===== src/common/positPkg.sv =====
/*
  posit field unit package
  shared sizes, AXI register offsets, result buffer slot indices
  and the 32-bit result word that carries either a raw posit or
  its decoded fields
*/
`default_nettype none

package positPkg;

  // ====================================================================
  // posit sizes
  // ====================================================================
  // default posit width and exponent size
  localparam int PSTWID_DEF = 16;
  localparam int ES_DEF = 1;
  // regime count width, enough for widths up to 16
  localparam int RS_W = 5;

  // ====================================================================
  // register map, byte offsets on a 5-bit address
  // ====================================================================
  localparam logic [4:0] ADDR_OPERAND = 5'h00;
  localparam logic [4:0] ADDR_FIELDS = 5'h04;
  localparam logic [4:0] ADDR_RESULT0 = 5'h08;
  localparam logic [4:0] ADDR_RESULT1 = 5'h0C;
  localparam logic [4:0] ADDR_STATUS = 5'h10;

  // result buffer slots
  localparam logic SLOT_DECOMP = 1'b0;
  localparam logic SLOT_COMP = 1'b1;

  // result word, raw posit view or field view
  typedef union packed {
    struct packed {
      logic [15:0] pad;
      // posit sits in the low half
      logic [15:0] posit;
    } raw;
    struct packed {
      logic sgn;
      logic zer;
      logic inf;
      logic rgs;
      logic [RS_W-1:0] rgm;
      // unused high exponent bits stay zero
      logic [1:0] exp;
      logic [4:0] pad;
      // left aligned, hidden bit on top
      logic [15:0] sig;
    } fields;
  } resultWordT;

endpackage

`default_nettype wire


===== src/common/resultBusIf.sv =====
/*
  result write bus
  one requester per unit, the arbiter answers with a grant
  and writes the data into the requested buffer slot
*/
`timescale 1ns/1ps
`default_nettype none

interface resultBusIf;
  import positPkg::*;

  // request held until grant
  logic req;
  logic gnt;
  // target buffer slot
  logic slot;
  resultWordT data;

  // unit side
  modport requester (
    output req,
    output slot,
    output data,
    input gnt
  );

  // arbiter side
  modport arbiter (
    input req,
    input slot,
    input data,
    output gnt
  );

endinterface

`default_nettype wire


===== src/verilog/axiLiteRegs.sv =====
/*
  AXI4-Lite register slave
  one transaction at a time, decodes the register map,
  pulses the unit starts and clears the matching done flags,
  returns buffer slots and the status word on reads
*/
`timescale 1ns/1ps
`default_nettype none

module axiLiteRegs #(
  parameter int PSTWID = positPkg::PSTWID_DEF
) (
  input logic clk,
  input logic reset,
  // write address and data
  input logic [4:0] awaddr,
  input logic awvalid,
  output logic awready,
  input logic [31:0] wdata,
  input logic wvalid,
  output logic wready,
  // write response
  output logic bvalid,
  output logic [1:0] bresp,
  input logic bready,
  // read address and data
  input logic [4:0] araddr,
  input logic arvalid,
  output logic arready,
  output logic rvalid,
  output logic [31:0] rdata,
  output logic [1:0] rresp,
  input logic rready,
  // unit controls
  output logic decStart,
  output logic [PSTWID-1:0] decOperand,
  output logic encStart,
  output positPkg::resultWordT encFields,
  output logic [1:0] clearDone,
  // buffer and status
  input positPkg::resultWordT slot0,
  input positPkg::resultWordT slot1,
  input logic [1:0] done
);
  import positPkg::*;

  logic wrFire;
  logic rdFire;
  logic [31:0] readMux;

  // always OKAY
  assign bresp = 2'b00;
  assign rresp = 2'b00;

  // ====================================================================
  // write channel
  // ====================================================================
  // awready and wready move together
  assign wrFire = awready & awvalid & wready & wvalid;

  always_ff @(posedge clk) begin
    if (reset) begin
      awready <= 1'b0;
      wready <= 1'b0;
      bvalid <= 1'b0;
      decStart <= 1'b0;
      encStart <= 1'b0;
      clearDone <= 2'b00;
    end else begin
      // pulses last one cycle
      decStart <= 1'b0;
      encStart <= 1'b0;
      clearDone <= 2'b00;
      if (bvalid && bready) begin
        bvalid <= 1'b0;
      end
      if (wrFire) begin
        awready <= 1'b0;
        wready <= 1'b0;
        bvalid <= 1'b1;
        case (awaddr)
          ADDR_OPERAND: begin
            decStart <= 1'b1;
            clearDone <= 2'b01;
          end
          ADDR_FIELDS: begin
            encStart <= 1'b1;
            clearDone <= 2'b10;
          end
          default: ;
        endcase
      end else if (!awready && !bvalid && awvalid && wvalid) begin
        // both channels present, no response pending
        awready <= 1'b1;
        wready <= 1'b1;
      end
    end
  end

  // operand registers follow the start pulses
  always_ff @(posedge clk) begin
    if (wrFire) begin
      case (awaddr)
        ADDR_OPERAND: decOperand <= wdata[PSTWID-1:0];
        ADDR_FIELDS: encFields <= wdata;
        default: ;
      endcase
    end
  end

  // ====================================================================
  // read channel
  // ====================================================================
  assign rdFire = arready & arvalid;

  always_ff @(posedge clk) begin
    if (reset) begin
      arready <= 1'b0;
      rvalid <= 1'b0;
    end else begin
      if (rvalid && rready) begin
        rvalid <= 1'b0;
      end
      if (rdFire) begin
        arready <= 1'b0;
        rvalid <= 1'b1;
      end else if (!arready && !rvalid && arvalid) begin
        arready <= 1'b1;
      end
    end
  end

  // unknown offsets read as zero
  always_comb begin
    case (araddr)
      ADDR_OPERAND: readMux = 32'(decOperand);
      ADDR_FIELDS: readMux = encFields;
      ADDR_RESULT0: readMux = slot0;
      ADDR_RESULT1: readMux = slot1;
      ADDR_STATUS: readMux = {30'd0, done};
      default: readMux = 32'd0;
    endcase
  end

  // data captured on the address handshake
  always_ff @(posedge clk) begin
    if (rdFire) begin
      rdata <= readMux;
    end
  end

endmodule

`default_nettype wire


===== src/positDecode/positDecompose.sv =====
/*
  posit decomposer
  two-stage pipeline splitting a raw posit into sign, zero and
  infinity flags, regime sign and magnitude, exponent and a
  left-aligned significand, written to the result bus
*/
`timescale 1ns/1ps
`default_nettype none

module positDecompose #(
  parameter int PSTWID = positPkg::PSTWID_DEF,
  parameter int ES = positPkg::ES_DEF
) (
  input logic clk,
  input logic reset,
  input logic start,
  input logic [PSTWID-1:0] operand,
  resultBusIf.requester bus
);
  import positPkg::*;

  // alignment width for exponent and fraction extraction
  localparam int AL_W = 18;

  // length of the leading run of bitVal from the top
  function automatic logic [RS_W-1:0] runLength(
    input logic [PSTWID-2:0] x,
    input logic bitVal
  );
    logic [RS_W-1:0] n;
    logic stop;
    n = '0;
    stop = 1'b0;
    for (int i = PSTWID - 2; i >= 0; i--) begin
      if (!stop && x[i] == bitVal) begin
        n = n + 1'b1;
      end else begin
        stop = 1'b1;
      end
    end
    return n;
  endfunction

  logic advance;
  logic s1Valid;
  logic s1Sgn;
  logic s1Zer;
  logic s1Inf;
  logic [PSTWID-1:0] s1Abs;
  logic [RS_W-1:0] s1Zeros;
  logic [RS_W-1:0] s1Ones;
  logic [PSTWID-1:0] absC;
  logic rgsC;
  logic [RS_W-1:0] runC;
  logic [PSTWID-1:0] shiftedC;
  logic [AL_W-1:0] wideC;
  logic [AL_W-1:0] fracC;
  resultWordT fieldsC;
  logic reqQ;
  resultWordT outWord;

  // ====================================================================
  // stage 1: flags, magnitude, run counts
  // ====================================================================
  // two's complement of negative posits
  assign absC = operand[PSTWID-1] ? -operand : operand;

  // output stage waiting on a grant holds everything
  assign advance = ~reqQ | bus.gnt;

  always_ff @(posedge clk) begin
    if (advance && start) begin
      s1Sgn <= operand[PSTWID-1];
      s1Zer <= ~|operand;
      s1Inf <= operand[PSTWID-1] & ~|operand[PSTWID-2:0];
      s1Abs <= absC;
      s1Zeros <= runLength(absC[PSTWID-2:0], 1'b0);
      s1Ones <= runLength(absC[PSTWID-2:0], 1'b1);
    end
  end

  // ====================================================================
  // stage 2: regime, exponent, significand
  // ====================================================================
  always_comb begin
    rgsC = s1Abs[PSTWID-2];
    runC = rgsC ? s1Ones : s1Zeros;
    // drop the run and its terminator
    shiftedC = s1Abs << (runC + 1'b1);
    wideC = {shiftedC[PSTWID-2:0], {(AL_W - PSTWID + 1){1'b0}}};
    // exponent bits sit below the terminator
    fracC = wideC << ES;
    fieldsC = '0;
    fieldsC.fields.sgn = s1Sgn;
    fieldsC.fields.zer = s1Zer;
    fieldsC.fields.inf = s1Inf;
    fieldsC.fields.rgs = rgsC;
    // run of ones counts from zero
    fieldsC.fields.rgm = rgsC ? s1Ones - 1'b1 : s1Zeros;
    fieldsC.fields.exp = wideC[AL_W-1 -: 2] >> (2 - ES);
    // hidden bit set unless zero
    fieldsC.fields.sig = {~s1Zer, fracC[AL_W-1 -: 15]};
  end

  always_ff @(posedge clk) begin
    if (advance && s1Valid) begin
      outWord <= fieldsC;
    end
  end

  // valid bits
  always_ff @(posedge clk) begin
    if (reset) begin
      s1Valid <= 1'b0;
      reqQ <= 1'b0;
    end else if (advance) begin
      s1Valid <= start;
      reqQ <= s1Valid;
    end
  end

  assign bus.req = reqQ;
  assign bus.slot = SLOT_DECOMP;
  assign bus.data = outWord;

endmodule

`default_nettype wire


===== src/positEncode/positCompose.sv =====
/*
  posit composer
  two-stage pipeline building a raw posit from a field word,
  regime run and terminator, exponent and fraction, then
  truncation, sign and special values, written to the result bus
*/
`timescale 1ns/1ps
`default_nettype none

module positCompose #(
  parameter int PSTWID = positPkg::PSTWID_DEF,
  parameter int ES = positPkg::ES_DEF
) (
  input logic clk,
  input logic reset,
  input logic start,
  input positPkg::resultWordT fields,
  resultBusIf.requester bus
);
  import positPkg::*;

  logic advance;
  logic [RS_W-1:0] runC;
  logic [16:0] expFracC;
  logic signed [34:0] seedC;
  logic signed [34:0] runWordC;
  logic s1Valid;
  logic s1Sgn;
  logic s1Zer;
  logic s1Inf;
  logic [33:0] s1Body;
  logic [PSTWID-2:0] magC;
  logic [PSTWID-1:0] pstC;
  resultWordT wordC;
  logic reqQ;
  resultWordT outWord;

  // stall while the result waits for a grant
  assign advance = ~reqQ | bus.gnt;

  // ====================================================================
  // stage 1: regime run, exponent, fraction
  // ====================================================================
  always_comb begin
    // run of ones is one longer than rgm
    runC = fields.fields.rgs ? fields.fields.rgm + 1'b1 : fields.fields.rgm;
    // exponent low ES bits on top, fraction below the hidden bit
    expFracC = {fields.fields.exp, fields.fields.sig[14:0]} << (2 - ES);
    // extra leading copy of rgs feeds the arithmetic shift
    seedC = {fields.fields.rgs, ~fields.fields.rgs, expFracC, 16'h0000};
    runWordC = seedC >>> runC;
  end

  always_ff @(posedge clk) begin
    if (advance && start) begin
      s1Sgn <= fields.fields.sgn;
      s1Zer <= fields.fields.zer;
      s1Inf <= fields.fields.inf;
      s1Body <= runWordC[33:0];
    end
  end

  // ====================================================================
  // stage 2: truncate, sign, special values
  // ====================================================================
  always_comb begin
    magC = s1Body[33 -: PSTWID-1];
    pstC = {1'b0, magC};
    if (s1Sgn) begin
      pstC = -pstC;
    end
    if (s1Zer) begin
      pstC = '0;
    end else if (s1Inf) begin
      // NaR pattern
      pstC = {1'b1, {(PSTWID - 1){1'b0}}};
    end
    wordC = '0;
    wordC.raw.posit[PSTWID-1:0] = pstC;
  end

  always_ff @(posedge clk) begin
    if (advance && s1Valid) begin
      outWord <= wordC;
    end
  end

  // valid bits
  always_ff @(posedge clk) begin
    if (reset) begin
      s1Valid <= 1'b0;
      reqQ <= 1'b0;
    end else if (advance) begin
      s1Valid <= start;
      reqQ <= s1Valid;
    end
  end

  assign bus.req = reqQ;
  assign bus.slot = SLOT_COMP;
  assign bus.data = outWord;

endmodule

`default_nettype wire


===== src/verilog/resultArbiter.sv =====
/*
  result bus arbiter
  fixed priority, decomposer first, owns the two-slot result
  buffer and the per-slot done flags
*/
`timescale 1ns/1ps
`default_nettype none

module resultArbiter (
  input logic clk,
  input logic reset,
  resultBusIf.arbiter decBus,
  resultBusIf.arbiter encBus,
  input logic [1:0] clearDone,
  output positPkg::resultWordT slot0,
  output positPkg::resultWordT slot1,
  output logic [1:0] done
);
  import positPkg::*;

  logic wrEn;
  logic wrSlot;
  resultWordT wrData;
  resultWordT buffer [2];

  // grant in the same cycle as the request
  assign decBus.gnt = decBus.req;
  // composer waits while the decomposer requests
  assign encBus.gnt = encBus.req & ~decBus.req;

  // winner's write
  always_comb begin
    wrEn = 1'b0;
    wrSlot = decBus.slot;
    wrData = decBus.data;
    if (decBus.req) begin
      wrEn = 1'b1;
    end else if (encBus.req) begin
      wrEn = 1'b1;
      wrSlot = encBus.slot;
      wrData = encBus.data;
    end
  end

  // ====================================================================
  // buffer and done flags
  // ====================================================================
  always_ff @(posedge clk) begin
    if (wrEn) begin
      buffer[wrSlot] <= wrData;
    end
  end

  // landing result wins over a clear in the same cycle
  always_ff @(posedge clk) begin
    if (reset) begin
      done <= 2'b00;
    end else begin
      for (int i = 0; i < 2; i++) begin
        if (wrEn && wrSlot == 1'(i)) begin
          done[i] <= 1'b1;
        end else if (clearDone[i]) begin
          done[i] <= 1'b0;
        end
      end
    end
  end

  assign slot0 = buffer[SLOT_DECOMP];
  assign slot1 = buffer[SLOT_COMP];

endmodule

`default_nettype wire


===== src/verilog/positUnitTop.sv =====
/*
  posit field unit top
  AXI4-Lite slave, decomposer, composer and the result bus
  arbiter with its buffer
*/
`timescale 1ns/1ps
`default_nettype none

module positUnitTop #(
  parameter int PSTWID = positPkg::PSTWID_DEF,
  parameter int ES = positPkg::ES_DEF
) (
  input logic clk,
  input logic reset,
  input logic [4:0] awaddr,
  input logic awvalid,
  output logic awready,
  input logic [31:0] wdata,
  input logic wvalid,
  output logic wready,
  output logic bvalid,
  output logic [1:0] bresp,
  input logic bready,
  input logic [4:0] araddr,
  input logic arvalid,
  output logic arready,
  output logic rvalid,
  output logic [31:0] rdata,
  output logic [1:0] rresp,
  input logic rready
);
  import positPkg::*;

  logic decStart;
  logic [PSTWID-1:0] decOperand;
  logic encStart;
  resultWordT encFields;
  logic [1:0] clearDone;
  resultWordT slot0;
  resultWordT slot1;
  logic [1:0] done;

  // one bus per unit
  resultBusIf decBus ();
  resultBusIf encBus ();

  axiLiteRegs #(
    .PSTWID(PSTWID)
  ) regs (
    .clk(clk),
    .reset(reset),
    .awaddr(awaddr),
    .awvalid(awvalid),
    .awready(awready),
    .wdata(wdata),
    .wvalid(wvalid),
    .wready(wready),
    .bvalid(bvalid),
    .bresp(bresp),
    .bready(bready),
    .araddr(araddr),
    .arvalid(arvalid),
    .arready(arready),
    .rvalid(rvalid),
    .rdata(rdata),
    .rresp(rresp),
    .rready(rready),
    .decStart(decStart),
    .decOperand(decOperand),
    .encStart(encStart),
    .encFields(encFields),
    .clearDone(clearDone),
    .slot0(slot0),
    .slot1(slot1),
    .done(done)
  );

  positDecompose #(
    .PSTWID(PSTWID),
    .ES(ES)
  ) decomp (
    .clk(clk),
    .reset(reset),
    .start(decStart),
    .operand(decOperand),
    .bus(decBus.requester)
  );

  positCompose #(
    .PSTWID(PSTWID),
    .ES(ES)
  ) comp (
    .clk(clk),
    .reset(reset),
    .start(encStart),
    .fields(encFields),
    .bus(encBus.requester)
  );

  resultArbiter arb (
    .clk(clk),
    .reset(reset),
    .decBus(decBus.arbiter),
    .encBus(encBus.arbiter),
    .clearDone(clearDone),
    .slot0(slot0),
    .slot1(slot1),
    .done(done)
  );

endmodule

`default_nettype wire


===== config.mk =====
export PLATFORM = sky130hd
export DESIGN_NAME = positUnitTop
export DESIGN_NICKNAME = d
export VERILOG_FILES = /design/src/common/positPkg.sv /design/src/common/resultBusIf.sv /design/src/verilog/axiLiteRegs.sv /design/src/positDecode/positDecompose.sv /design/src/positEncode/positCompose.sv /design/src/verilog/resultArbiter.sv /design/src/verilog/positUnitTop.sv
export SDC_FILE = /design/constraint.sdc
export NUM_CORES = 1
export LEC_CHECK = 0
export BUFFER_PORTS_ARGS = -buffer_cell sky130_fd_sc_hd__buf_2
export CAP_MARGIN = 25
export CORE_ASPECT_RATIO = 0.7
export CORE_UTILIZATION = 40
export DETAILED_ROUTE_END_ITERATION = 8
export PLACE_DENSITY = 0.67
export SYNTH_ARGS = -nofsm -noshare
export SYNTH_HDL_FRONTEND = slang
export SYNTH_SLANG_ARGS = --single-unit

===== constraint.sdc =====
create_clock -name clk -period 10.4 [get_ports clk]
set_input_delay 2.6 -clock clk [delete_from_list [all_inputs] [get_ports clk]]
set_output_delay 2.6 -clock clk [all_outputs]
set_load 0.005 [all_outputs]

==> flow_summary.toml, run 1 <==
[cts]
h-tree-depth = 1
cts_tree = "done"
clkTransAtPathRegs_ns = 0.06
cts_hold_buf = 0
root_buffer = "clkbuf_16"
max-clock-path-buffers = 3
clock_latency_ns = 0.53
postCtsResizedCells = 0
cts_buffers = 23
cts_setup_buffers = 0
cts.sinks = 233

[worst_hold_path]
hold_class = "flop to flop"
worstHoldStart = "decomp.s1Inf"
holdPathStages = 0
min_to = "decomp.bus.data[29]"

[finish]
multi_input_area_mm2 = 0.00621
final_nets = 1395
syn_to_final_growth_pct = 12.1
stdcell_area_mm2 = 0.0151
fin_util = 0.461
antennaDiodeCount = 0
seqCellArea_mm2 = 0.00686
drive_gt1_frac = 0.160
instances_no_fill = 1761
nFillCells = 3008

[setup_path]
critPathRequiredTime_ns = 10.66
path_class = "flop to flop"
r2r-start = "regs.decOperand[0]"
cpMostUsedCell = "ha_1"
r2r_cells = 41
setup.worst_path.end_class = "flop"
worst-path-max-fanout = 12
r2r-end = "decomp.s1Ones[4]"
critPathLaunchType = "flop"
reg2reg_slack_ns = 1.16
crit_path_top_delay_cell = "or4b_1"
max_stage_delay_ns = 0.59
critical_path_arrival_ns = 9.49

[global_route]
grt.overflow.total = 0
grt_pass1_wl_mm = 54.3
grt.total_usage = 0.204
antenna_found_initial = 1
grt_max_degree = 54
grt_pass1_vias = 9232

[synth]
syn_area_mm2 = 0.0135
yosysMostFrequentCell = "edfxtp_1"
seq_area_frac_synth = 0.509
async_reset_ff_frac = 0
syn_inst = 1249
synth_area_leaders = "edfxtp_1 (49%), mux2i_1 (5.8%), nor2_1 (3.6%)"
synth.avg_cell_area_um2 = 10.8
ys_ff_latch = 233
synth_common_cells = "edfxtp_1 (219), nor2_1 (128), nand2_1 (94), mux2i_1 (78), o21ai_0 (78)"
yosysUniqueCellTypes = 87
synth_warnings = 0
synth_largest_area_cell = "edfxtp_1"
yosysTopAreaCellShare = 0.488
synth_enable_flop_cells = 219
synth-main-ff-cell = "edfxtp_1"

[placed_design]
dpl.cell_count = 1715
port_buffers = 85
place_area_mm2 = 0.0143
place.gp.congestion = 0.992
hpwl_mm = 26.8

[timing]
finalHoldViolCount = 0
hold_ws_ns = 0.422
final_max_slew_viol_count = 0
fin_skew_ns = 0.0166
fmax_ghz = 0.108
fin_crit_ns = 9.24
setup_tns_ns = 0
setup_viol = 0
slew_headroom = 0.299
rsz0062_at_grt = "no"
worstMarginPinSlew_ns = 1.05
period_share = 0.888

[power]
vdd_ir_drop_max_mv = 0.113
power.density_mw_per_mm2 = 124
power.leakage_nw = 5.43

[floorplan]
io_pins = 90
start_util = 0.411
die_h_um = 156
core-area_mm2 = 0.0328
fp-row-count = 55
chipWidth_um = 221
die_area_mm2 = 0.0344

[route]
vias = 10200
drtIter0Drc = 1016
drc = 0
wl_per_cell_um = 20.3
vias_per_cell = 5.82
drt_wl_total_mm = 35.7
firstDrtPassIters = 6
ant_nets = 0

[outcome]
status = "completed"

[job]
max-cap-violations = 0
## worst max path at each step
stage / start / endpoint / slack [ns] / cells after the start
6_report: regs.decOperand[0] / decomp.s1Ones[4] / 1.16 / 41
5_1_grt: regs.decOperand[0] / decomp.s1Ones[4] / 0.50 / 40
4_1_cts: regs.decOperand[0] / decomp.s1Ones[4] / 1.32 / 41
3_5_place_dp: regs.decOperand[0] / decomp.s1Ones[4] / 1.34 / 40
3_3_place_gp: regs.decOperand[0] / decomp.s1Ones[4] / 1.70 / 41
2_1_floorplan: regs.decOperand[0] / decomp.s1Ones[4] / 2.42 / 42
## final cells by class
cell class	count	share of cell area
tap	427	0.0354
clock buffer	25	0.0386
inverter	50	0.0124
clock inverter	17	0.00870
timing repair buffer	101	0.0399
sequential	233	0.454
multi-input combinational	908	0.411
## worst max-delay path, delay by kind of cell, from the launching register on
| kind | cells | cell delay [ns] |
|---|---|---|
| AO/OA/AOI/OAI | 13 | 2.48 |
| buffers and inverters | 5 | 0.67 |
| flip-flops | 1 | 0.35 |
| adder cells (fa/ha/maj) | 6 | 1.75 |
| AND/OR/NAND/NOR | 13 | 2.67 |
| XOR/XNOR | 3 | 0.86 |
| multiplexers | 1 | 0.16 |
## power by group
part	internal (mW)	total, mW	switching [mW]
registers	1.02	1.02	0.00278
clock network	0.436	0.799	0.363
logic	0.0182	0.0424	0.0242
## layer usage
layer	part of all wire	GRT usage	vias up
met2	0.40	0.278	429
met5	0	0	-
li1	-	-	4814
met3	0.11	0.0691	33
met4	0.013	0.0336	0
met1	0.48	0.310	4973
## cell usage in the layout (no fill, tap or decap), drive strengths merged, types with 19 or more instances in the layout
cell type / n
clkbuf: 26
buf: 100
nor3: 30
mux2i: 78
and2: 22
nor2b: 19
xor2: 30
edfxtp: 219
nand3: 27
nand2: 94
inv: 51
a21oi: 74
o21ai: 84
nor2: 128
ha: 29
mux2: 24
xnor2: 26
## metrics by stage
step           power (mW)  setup slack, ns
2_1_floorplan        1.06             2.42
3_3_place_gp         1.09             1.70
3_5_place_dp         1.09             1.34
4_1_cts              1.88             1.32
5_1_grt              1.92            0.502
6_report             1.87             1.16
## sequential cells by signal, summed over array words and instances (netlist names), 2 cells and up
name             cells
arb.buffer          52
regs.encFields      32
regs.rdata          32
decomp.bus.data     25
comp.bus.data       16
regs.decOperand     16
comp.s1Body         15
decomp.s1Abs        15
decomp.s1Ones        5
decomp.s1Zeros       5
arb.done             2
regs.clearDone       2
## cell families (layout without fill, tap and decap cells)
kind of cell,Yosys count,count (layout),share of synthesized area
AOI/OAI and AO/OA,279,279,0.133
adders and majority gates,31,31,0.0285
and+or+nand+nor,423,423,0.159
DFF,233,233,0.509
other,1,4,0.000278
muxes,113,113,0.0964
buffers and inverters,111,193,0.0330
xor gates and xnor gates,58,58,0.0409
Note: power is estimated with default switching activity, not from simulation.
==> run 2: changes to the inputs <==
--- a/config.mk
+++ b/config.mk
@@ -8,9 +8,11 @@
 export BUFFER_PORTS_ARGS = -buffer_cell sky130_fd_sc_hd__buf_2
 export CAP_MARGIN = 25
 export CORE_ASPECT_RATIO = 0.7
+export CORE_MARGIN = 2
 export CORE_UTILIZATION = 40
 export DETAILED_ROUTE_END_ITERATION = 8
-export PLACE_DENSITY = 0.67
+export PLACE_DENSITY = 0.66
 export SYNTH_ARGS = -nofsm -noshare
 export SYNTH_HDL_FRONTEND = slang
+export SYNTH_HIERARCHICAL = 1
 export SYNTH_SLANG_ARGS = --single-unit
==> flow_summary.toml, run 2 <==
[placed_design]
place.gp.congestion = 0.859
port_buffers = 85
place_area_mm2 = 0.0153
dpl.cell_count = 1764
pre_cts_slack_ns = 1.48
hpwl_mm = 27.5

[finish]
stdcell_area_mm2 = 0.0161
largest_reg_flops = 64
regMostFlops = "arb/buffer"
top_regs = "arb/buffer x64, regs/encFields x32, regs/rdata x32"
fin_util = 0.447
layout_commonest_cell = "edfxtp_1"
mostFrequentLayoutCells = "edfxtp_1 (231), mux2i_1 (112), nor2_1 (98), buf_2 (85), nand2_1 (81)"
instances_no_fill = 1808
nFillCells = 3333
antennaDiodeCount = 0
syn_to_final_growth_pct = 10.0
final_nets = 1391
drive_gt1_frac = 0.181

[setup_path]
reg2reg_slack_ns = 1.41
r2r-start = "regs/decOperand[5]"
r2r-end = "decomp/s1Zeros[4]"
cpMostUsedCell = "ha_1"
critical_path_arrival_ns = 9.26
critPathLaunchType = "flop"
worst-path-max-fanout = 15
setup.worst_path.end_class = "flop"
path_class = "flop to flop"
max_stage_delay_ns = 0.83
r2r_cells = 36
critPathRequiredTime_ns = 10.67
crit_path_top_delay_cell = "or4_1"

[timing]
setup_viol = 0
fin_crit_ns = 8.99
finalHoldViolCount = 0
period_share = 0.864
slew_headroom = 0.320
setup_tns_ns = 0
fin_skew_ns = 0.0110
fmax_ghz = 0.111
worstMarginPinSlew_ns = 1.02
fin_ws_ns = 1.41
rsz0062_at_grt = "no"
final_max_slew_viol_count = 0
hold_ws_ns = 0.422

[route]
drtIter0Drc = 987
drc = 0
firstDrtPassIters = 5
ant_nets = 0
wl_per_cell_um = 20.2
vias = 10000
drt_wl_total_mm = 36.6
vias_per_cell = 5.54

[cts]
root_buffer = "clkbuf_16"
cts_setup_buffers = 0
h-tree-depth = 1
max-clock-path-buffers = 3
cts_tree = "done"
cts_hold_buf = 0
clkTransAtPathRegs_ns = 0.06
postCtsResizedCells = 0
cts_buffers = 24
clock_latency_ns = 0.54
cts.sinks = 245

[synth]
synth.avg_cell_area_um2 = 11.7
yosysUniqueCellTypes = 96
synth-main-ff-cell = "edfxtp_1"
yosysMostFrequentCell = "edfxtp_1"
syn_inst = 1251
syn_area_mm2 = 0.0146
async_reset_ff_frac = 0
synth_enable_flop_cells = 231
ys_ff_latch = 245
seq_area_frac_synth = 0.494
synth_area_leaders = "edfxtp_1 (47%), mux2i_1 (7.7%), mux2_4 (3.0%)"
synth_largest_area_cell = "edfxtp_1"
synth_common_cells = "edfxtp_1 (231), mux2i_1 (113), nor2_1 (100), nand2_1 (81), a21oi_1 (54)"
yosysTopAreaCellShare = 0.475
synth_warnings = 6

[worst_hold_path]
min_to = "decomp/bus.data[31]"
holdPathStages = 0
worstHoldStart = "decomp/s1Sgn"
hold_class = "flop to flop"

[global_route]
grt_max_degree = 34
grt.total_usage = 0.190
grt.overflow.total = 0
grt_pass1_vias = 9354
antenna_found_initial = 1
grt_pass1_wl_mm = 55.4

[job]
max-cap-violations = 0

[power]
power_mw = 1.95
power.leakage_nw = 6.00
power.density_mw_per_mm2 = 121
vdd_ir_drop_max_mv = 0.0950

[floorplan]
start_util = 0.406
chipWidth_um = 232
core-area_mm2 = 0.0360
die_area_mm2 = 0.0381
fp-row-count = 58
die_h_um = 164
io_pins = 90

[outcome]
status = "completed"
## run 2: cell types whose count changed in the layout (fill, tap and decap cells not counted), moves of 10 or more
cell,change
nor2_1,-28
o21ai_0,-41
edfxtp_1,+12
a22oi_1,-12
o22ai_1,+16
o2bb2ai_2,+10
mux2i_1,+36
nand2_1,-13
a21oi_1,-20
conb_1,+25
mux2_4,+29
## run 2: kinds of logic (layout without fill, tap and decap cells)
group	after synthesis	count (layout)	share of synthesized area
AND/OR/NAND/NOR	369	369	0.132
flip-flops	245	245	0.494
AO/OA/AOI/OAI	226	226	0.111
multiplexers	169	169	0.136
buffers and inverters	136	188	0.0528
XOR/XNOR	69	69	0.0465
adder cells (fa/ha/maj)	33	33	0.0276
other	4	29	0.00103
## run 2: worst max-delay path by stage
stage                                   from           endpoint  slack [ns]  depth (start not counted)
after floorplan           regs/decOperand[0]  decomp/s1Zeros[4]        2.42                         40
after CTS                 regs/decOperand[5]  decomp/s1Zeros[4]        1.46                         36
after detailed placement  regs/decOperand[5]  decomp/s1Zeros[4]        1.48                         36
final                     regs/decOperand[5]  decomp/s1Zeros[4]        1.41                         36
after global placement    regs/decOperand[5]  decomp/s1Zeros[4]        1.77                         36
after global routing      regs/decOperand[5]  decomp/s1Zeros[4]        0.88                         36
## run 2: final cells by class
cell class | count | area, µm² | area share
clock buffer | 30 | 623 | 0.0388
clock inverter | 11 | 95.1 | 0.00591
inverter | 45 | 171 | 0.0107
multi-input combinational | 895 | 6740 | 0.419
sequential | 245 | 7220 | 0.449
tap | 480 | 601 | 0.0374
timing repair buffer | 102 | 629 | 0.0391
## run 2: critical path, delay by kind of cell, from the launching register on
family / cells / cell delay, ns
XOR/XNOR: 2 / 0.85
AND/OR/NAND/NOR: 8 / 1.59
flip-flops: 1 / 0.46
adder cells (fa/ha/maj): 8 / 2.36
AO/OA/AOI/OAI: 12 / 2.51
buffers and inverters: 2 / 0.16
multiplexers: 4 / 0.80
## run 2: layer usage
layer / wire [µm] / part of all wire / vias to the layer above / global-route usage
met5: 0 / 0 / - / 0
met4: 486 / 0.013 / 0 / 0.0318
met3: 2620 / 0.072 / 38 / 0.0328
met2: 15500 / 0.42 / 331 / 0.277
met1: 18000 / 0.49 / 4907 / 0.296
li1: - / - / 4748 / -
## run 2: power by group
part	internal [mW]	switching (mW)
clock network	0.450	0.364
registers	1.08	0.00301
logic	0.0234	0.0320
total	1.55	0.399
==> run 3: changes to the inputs <==
--- a/config.mk
+++ b/config.mk
@@ -10,6 +10,7 @@
 export CORE_ASPECT_RATIO = 0.7
 export CORE_MARGIN = 2
 export CORE_UTILIZATION = 40
+export CTS_BUF_LIST = sky130_fd_sc_hd__clkbuf_16
 export DETAILED_ROUTE_END_ITERATION = 8
 export PLACE_DENSITY = 0.66
 export SYNTH_ARGS = -nofsm -noshare
==> constraint.sdc (replaced) <==
create_clock -name clk -period 10.4 [get_ports clk]
set_input_delay 1.04 -clock clk [delete_from_list [all_inputs] [get_ports clk]]
set_output_delay 1.04 -clock clk [all_outputs]
set_load 0.005 [all_outputs]
==> flow_summary.toml, run 3 (same netlist as run 2, synthesis figures left out) <==
[timing]
finalHoldViolCount = 0
fmax_ghz = 0.111
final_max_slew_viol_count = 0
period_share = 0.864
rsz0062_at_grt = "no"
slew_headroom = 0.320
setup_viol = 0
worstMarginPinSlew_ns = 1.02
fin_crit_ns = 8.99
fin_skew_ns = 0.0120
setup_tns_ns = 0
fin_ws_ns = 1.41

[setup_path]
crit_path_top_delay_cell = "or4_1"
path_class = "flop to flop"
crit_family = "compound AO/OA/AOI/OAI gates"
critical_path_arrival_ns = 9.26
critPathRequiredTime_ns = 10.67
worst-path-max-fanout = 15
critPathLaunchType = "flop"
cpMostUsedCell = "ha_1"
cp_num_buf_inv = 2
max_stage_delay_ns = 0.83
setup.worst_path.end_class = "flop"

[cts]
clock_latency_ns = 0.54
cts_buffers = 24
clkTransAtPathRegs_ns = 0.06
postCtsResizedCells = 0
cts.sinks = 245
max-clock-path-buffers = 3
root_buffer = "clkbuf_16"
cts_setup_buffers = 0
h-tree-depth = 1
cts_hold_buf = 0
cts_tree = "done"

[global_route]
grt.total_usage = 0.190
antenna_found_initial = 1
grt_pass1_vias = 9354
grt_max_degree = 34
grt.overflow.total = 0
grt_pass1_wl_mm = 55.4

[finish]
drive_gt1_frac = 0.181
syn_to_final_growth_pct = 10.0
final_nets = 1391
layout_commonest_cell = "edfxtp_1"
top_regs = "arb/buffer x64, regs/encFields x32, regs/rdata x32"
mostFrequentLayoutCells = "edfxtp_1 (231), mux2i_1 (112), nor2_1 (98), buf_2 (85), nand2_1 (81)"
nFillCells = 3333
antennaDiodeCount = 0
regMostFlops = "arb/buffer"
largest_reg_flops = 64

[floorplan]
start_util = 0.406
core-area_mm2 = 0.0360
fp-row-count = 58
die_area_mm2 = 0.0381
io_pins = 90
chipWidth_um = 232
die_h_um = 164

[power]
power.density_mw_per_mm2 = 121
power.leakage_nw = 6.03
p_sw_mw = 0.399
clkPwrFrac = 0.416
switching_share = 0.205
share_comb_of_total_power = 0.028
p_int_mw = 1.54
p_seq_frac = 0.555
vdd_ir_drop_max_mv = 0.0949

[route]
vias = 10000
drtIter0Drc = 988
vias_per_cell = 5.55
firstDrtPassIters = 5
ant_nets = 0
drc = 0
wl_per_cell_um = 20.2
drt_wl_total_mm = 36.6

[placed_design]
hpwl_mm = 27.5
port_buffers = 85
place.gp.congestion = 0.859
pre_cts_slack_ns = 1.48

[job]
max-cap-violations = 0

[outcome]
status = "completed"

[worst_hold_path]
hold_class = "flop to flop"
==> run 3: changes by cell type in the layout (fill, tap and decap cells not counted), sizes merged <==
cell / previous run / this run
clkbuf: 30 / 24
inv: 44 / 50
==> run 3: path summary, 6_finish.rpt <==
check | startpoint | endpoint | slack [ns] | depth (start not counted)
hold reg to reg | decomp/s1Sgn | decomp/bus.data[31] | 0.42 | 0
setup / recovery | regs/decOperand[5] | decomp/s1Zeros[4] | 1.41 | 36
hold / removal | decomp/s1Sgn | decomp/bus.data[31] | 0.42 | 0
setup reg to reg | regs/decOperand[5] | decomp/s1Zeros[4] | 1.41 | 36
==> run 3: through the flow <==
step / cells / power, mW / hold WS [ns] / area (µm²) / util
global route: 1808 / 2.00 / 0.440 / 16100 / 0.447
floorplan: 1276 / 1.14 / 0.400 / 14700 / -
finish: 1808 / 1.94 / 0.422 / 16100 / 0.447
global placement: 1760 / 1.15 / 0.407 / 15200 / 0.423
CTS: 1805 / 1.96 / 0.423 / 16000 / 0.446
detailed placement: 1764 / 1.15 / 0.407 / 15300 / 0.426
==> run 3: worst register-to-register path, delay by kind of cell, from the launching register on <==
| family | cells | cell delay, ns |
|---|---|---|
| flops | 1 | 0.46 |
| xor+xnor | 2 | 0.85 |
| simple gates | 8 | 1.59 |
| buf+inv | 2 | 0.16 |
| fa+ha+maj | 8 | 2.36 |
| mux | 4 | 0.80 |
| compound gates | 12 | 2.52 |
==> run 3: cell type report <==
class | instances | area (µm²) | share of cell area
clock buffers | 24 | 601 | 0.0374
clock inverters | 17 | 118 | 0.00731
inverters | 45 | 171 | 0.0107
multi-input cells | 895 | 6740 | 0.419
flip-flops and latches | 245 | 7220 | 0.449
well taps | 480 | 601 | 0.0374
repair buffers | 102 | 629 | 0.0391
==> run 3: metal layers <==
metal  up-vias  routed length, µm  global-route usage
li1       4749                  -                   -
met3        38               2680              0.0328
met4         0                486              0.0318
met2       342              15500               0.277
met5         -                  0                   0
met1      4900              17900               0.296
==> run 3: power groups by stage <==
stage	combinational [mW]	sequential, mW	clock, mW
after floorplan	0.0357	1.10	0
after global placement	0.0530	1.10	0
after detailed placement	0.0540	1.10	0
after CTS	0.0543	1.08	0.825
after global routing	0.0598	1.08	0.866
final	0.0553	1.08	0.808
